<file path="src/rtl/exec_cfg_pkg.sv">
package exec_cfg_pkg;

    // Tag widths
    localparam int ROB_IDX_BITS  = 6;
    localparam int PHYS_REG_BITS = 6;
    localparam int ARCH_REG_BITS = 5;

    // Hold cycles after start
    localparam int MUL_LATENCY = 4;
    localparam int DIV_LATENCY = 4;

    localparam int HOLD_CNT_BITS = 3; // Wide enough for either latency
    typedef logic [HOLD_CNT_BITS-1:0] hold_cnt_t;

endpackage

</file>
<file path="src/rtl/rv32i_types_pkg.sv">
package rv32i_types_pkg;

    typedef enum logic [1:0] {
        FU_ADD,
        FU_MUL,
        FU_DIV,
        FU_BR
    } fu_type_t;

    typedef enum logic [4:0] {
        OP_ADD, OP_SUB, OP_SLL, OP_SLT, OP_SLTU,
        OP_XOR, OP_SRL, OP_SRA, OP_OR, OP_AND,
        OP_MUL, OP_MULH, OP_MULHSU, OP_MULHU,
        OP_DIV, OP_DIVU, OP_REM, OP_REMU,
        OP_BEQ, OP_BNE, OP_BLT, OP_BGE, OP_BLTU, OP_BGEU,
        OP_JAL, OP_JALR
    } exec_op_t;

    typedef struct packed {
        logic [31:0] inst;
        logic [31:0] pc;
        logic [31:0] imm;
        exec_op_t    op;
        logic        use_imm; // ALU second operand is imm
    } decode_info_t;

    typedef struct packed {
        fu_type_t                                fu;
        logic [exec_cfg_pkg::ROB_IDX_BITS-1:0]  rob_idx;
        logic [exec_cfg_pkg::PHYS_REG_BITS-1:0] pd_s;
        logic [exec_cfg_pkg::ARCH_REG_BITS-1:0] rd_s;
        logic [31:0]                             rs1_v;
        logic [31:0]                             rs2_v;
        decode_info_t                            decode;
    } issue_pkt_t;

    typedef struct packed {
        logic [exec_cfg_pkg::ROB_IDX_BITS-1:0]  rob_idx;
        logic [exec_cfg_pkg::PHYS_REG_BITS-1:0] pd_s;
        logic [exec_cfg_pkg::ARCH_REG_BITS-1:0] rd_s;
        logic [31:0]                             rd_v;
        logic                                    valid;
        logic [31:0]                             inst;
        logic                                    pc_select; // Branch taken
        logic [31:0]                             pc_branch;
    } cdb_t;

endpackage

</file>
<file path="src/rtl/issue_stage.sv">
`timescale 1ns/10ps

module issue_stage (
    input  logic                        clk,
    input  logic                        rst,
    input  logic                        flush,
    input  logic                        issue_valid,
    input  rv32i_types_pkg::issue_pkt_t issue_pkt,
    output logic                        issue_ready,
    input  logic                        busy_mul,
    input  logic                        busy_div,
    output rv32i_types_pkg::issue_pkt_t req,
    output logic                        start_add,
    output logic                        start_mul,
    output logic                        start_div,
    output logic                        start_br
);

    logic occupied;
    logic fire;
    logic unit_busy;

    always_comb begin
        fire = occupied && !flush; // Squashed packet never starts
        start_add = fire && (req.fu == rv32i_types_pkg::FU_ADD);
        start_mul = fire && (req.fu == rv32i_types_pkg::FU_MUL);
        start_div = fire && (req.fu == rv32i_types_pkg::FU_DIV);
        start_br  = fire && (req.fu == rv32i_types_pkg::FU_BR);

        // A unit starting now is busy for the next packet of its class
        case (issue_pkt.fu)
            rv32i_types_pkg::FU_MUL: unit_busy = busy_mul || start_mul;
            rv32i_types_pkg::FU_DIV: unit_busy = busy_div || start_div;
            default:                 unit_busy = 1'b0;
        endcase

        issue_ready = (!occupied || fire) && !flush && !unit_busy;
    end

    always_ff @(posedge clk) begin
        if (rst || flush) begin
            occupied <= 1'b0;
        end else begin
            occupied <= issue_valid && issue_ready;
        end
    end

    always_ff @(posedge clk) begin
        if (issue_valid && issue_ready) begin
            req <= issue_pkt;
        end
    end

endmodule

</file>
<file path="config.mk">
export PLATFORM = sky130hd
export DESIGN_NAME = issue_stage
export DESIGN_NICKNAME = d
export VERILOG_FILES = /design/src/rtl/exec_cfg_pkg.sv /design/src/rtl/rv32i_types_pkg.sv /design/src/rtl/issue_stage.sv
export SDC_FILE = /design/constraint.sdc
export NUM_CORES = 1
export LEC_CHECK = 0
export BUFFER_PORTS_ARGS = -buffer_cell sky130_fd_sc_hd__clkbuf_2
export CORE_AREA = 3 3 149 151
export CTS_CLUSTER_DIAMETER = 80
export DETAILED_ROUTE_END_ITERATION = 8
export DIE_AREA = 0 0 152 154
export SYNTH_ARGS = -nofsm -noshare
export SYNTH_HDL_FRONTEND = slang
export SYNTH_SLANG_ARGS = --single-unit
export TNS_END_PERCENT = 30
</file>
<file path="constraint.sdc">
create_clock -name clk -period 6.2 [get_ports clk]
set_input_delay 0.93 -clock clk [delete_from_list [all_inputs] [get_ports clk]]
set_output_delay 0.93 -clock clk [all_outputs]
set_load 0.005 [all_outputs]
</file>
==> impl_metrics.yaml <==
outcome:
  status: "complete, no violations"
sta:
  setup_violations: 0
  fin_crit_ns: 3.28
  slew_headroom: 0.301
  rsz0062_at_grt: "false"
  timing.final.crit_share: 0.529
  tightestPinTransition_ns: 1.05
  hold_viol: 0
  fmax_mhz: 305
  clock_skew_ns: 0.0112
  maxSlewViolCount: 0
  worst_slack_ns: 2.92
  setup-tns-final_ns: 0
clock_tree:
  cts_htree_levels: 4
  post_cts_buffers: 0
  numCtsBuffers: 17
  holdBufCountCts: 0
  numClockSinks: 186
  clk_pin_slew_ns: 0.08
  insertion_delay_ns: 0.42
  cts_tree: "built"
  cts_max_path_buffers: 2
  cts_resized: 0
  cts-root-buf: "clkbuf_16"
drt:
  dr.pass1.iters: 4
  routedWlPerCell_um: 17.2
  drt-total-wl_um: 15400
  via_per_inst: 3.98
  drc: 0
  ant_nets: 0
  drtIter0Drc: 241
  vias: 3554
synthesis:
  syn-cell-area_um2: 5730
  synth_ff_type: "edfxtp_1"
  synth_cell_type_count: 15
  syn_nets: 398
  ys_top_cells_by_area: "edfxtp_1, ha_1, dfxtp_1"
  synthCells: 205
  yosys_warnings: 0
  yosysSeqAreaShare: 0.973
  yosysTopAreaCell: "edfxtp_1"
  synth_commonest_cells: "edfxtp_1, nor2b_1"
  synthArstFlopShare: 0
  yosysTopAreaCellShare: 0.969
  yosysMostFrequentCell: "edfxtp_1"
  synth_edf_count: 185
  synth-seq-cells: 186
  syn_area_per_cell_um2: 28.0
place:
  portBuffers: 380
  dp_hpwl_um: 12100
  gp_congestion: 0.798
  place_inst: 862
  dp_slack_ns: 2.48
pwr:
  max-vdd-ir-drop_v: 0.000172
  clkPwrFrac: 0.387
  internal-power_mw: 2.06
  power_density_nw_per_um2: 310
  p_leak_nw: 3.66
  p_comb_frac: 0.059
  switching_share: 0.223
  switching_power_uw: 590
  p_seq_frac: 0.554
worst_hold_path:
  hold_class: "in2reg"
  hold_path_depth: 1
finish:
  final_util: 0.409
  antennaDiodeCount: 0
  layout.cells.non_filler: 893
  nNetsFinal: 799
  drive_gt1_frac: 0.673
  multi_input_area_um2: 153
  num-fill-cells: 1993
  regArea_um2: 5580
  syn2layout_area_growth_pct: 49.4
die:
  die-area_um2: 23400
  num_rows: 53
  start_util: 0.274
  die_h_um: 154
  die_w_um: 152
  core_um2: 21000
  ios: 381
critical_path:
  critical_path.startpoint: "issue_pkt[183]"
  r2r_end: "req[170]"
  cp-end-kind: "flop"
  r2r_start: "req[183]"
  start_kind: "input port"
  cp_max_fo: 77
  cp-endpoint: "req[170]"
  ff2ff_path_depth: 3
  worstPathRequired_ns: 6.27
  crit_type: "in2reg"
  cp.arrival_ns: 3.36
  r2r_slack_ns: 3.46
global_routing:
  grt_start_max_net_pins: 78
  grt_pass1_vias: 3693
  gr-usage-all-layers: 0.128
  grt_first_pass_wirelength_um: 22300
  grt_overflow: 0
  antenna_found_initial: 1
flow_run:
  drv_cap: 0
-- area by class of cell --
type,instances,area share
inverter,2,0.000877
timing repair buffer,382,0.225
tap,275,0.0402
multi-input combinational,17,0.0178
sequential,186,0.651
clock inverter,14,0.0152
clock buffer,17,0.0497
-- per-layer routing --
metal,vias to the layer above,GRT usage,part of all wire
li1,1636,-,-
met1,1675,0.151,0.38
met2,216,0.204,0.49
met3,25,0.0636,0.11
met4,2,0.0479,0.021
met5,-,0,0.0011
-- critical path, stage by stage --
cell and delay [ns]:
clkbuf_2 0.11, inv_1 0.05, ha_1 0.31, nor2b_1 0.06, a221oi_2 0.32, and4_4 0.93, buf_4 0.52
-- worst min-delay path by stage --
stage / from / to / slack [ns]
after floorplan: req[183] / occupied / 0.67
after global placement: req[183] / occupied / 0.72
after detailed placement: req[183] / occupied / 0.77
after CTS: issue_pkt[182] / req[182] / 0.65
after global routing: issue_pkt[44] / req[44] / 0.64
final: issue_pkt[182] / req[182] / 0.67
-- power groups by stage --
| stage | Clock [mW] | Sequential [mW] | Combinational [mW] |
|---|---|---|---|
| 6_report | 1.03 | 1.47 | 0.157 |
| 5_1_grt | 1.12 | 1.47 | 0.174 |
| 4_1_cts | 1.06 | 1.47 | 0.163 |
| 3_5_place_dp | 0 | 1.50 | 0.163 |
| 3_3_place_gp | 0 | 1.49 | 0.160 |
| 2_1_floorplan | 0 | 1.51 | 0.0241 |
-- flip-flops by register name (all words and copies together) (netlist names) --
register  count
req         185
occupied      1
-- metrics by stage --
stage / instance area, µm² / power, mW / hold slack, ns
CTS: 8560 / 2.69 / 0.651
global placement: 8010 / 1.65 / 0.716
global route: 8560 / 2.77 / 0.645
finish: 8560 / 2.65 / 0.674
floorplan: 5730 / 1.53 / 0.666
detailed placement: 8010 / 1.66 / 0.766
-- cells by family after synthesis --
family,share of synthesized area
AOI/OAI and AO/OA,0.00349
adders and majority gates,0.00436
buffers and inverters,0.00131
DFF,0.973
and+or+nand+nor,0.0183
-- cells in the final DEF (no fill, tap or decap) --
master	netlist	routed
nor4b_1	1	1
nor2b_1	3	3
nand2_1	2	2
clkinv_1	0	1
and4bb_2	1	1
clkinvlp_4	0	2
dfxtp_1	1	1
o21ai_1	1	1
clkinv_8	0	1
clkinv_4	0	2
nor4bb_1	1	1
and4b_2	1	1
clkbuf_2	0	380
and4_1	2	1
clkbuf_16	0	17
inv_6	0	5
and4bb_1	1	1
and4_4	0	1
inv_1	2	2
ha_1	2	2
edfxtp_1	185	185
and2_1	1	1
inv_8	0	3
buf_4	0	1
a221oi_2	1	1
buf_12	0	1
(Power assumes the default switching activity.)
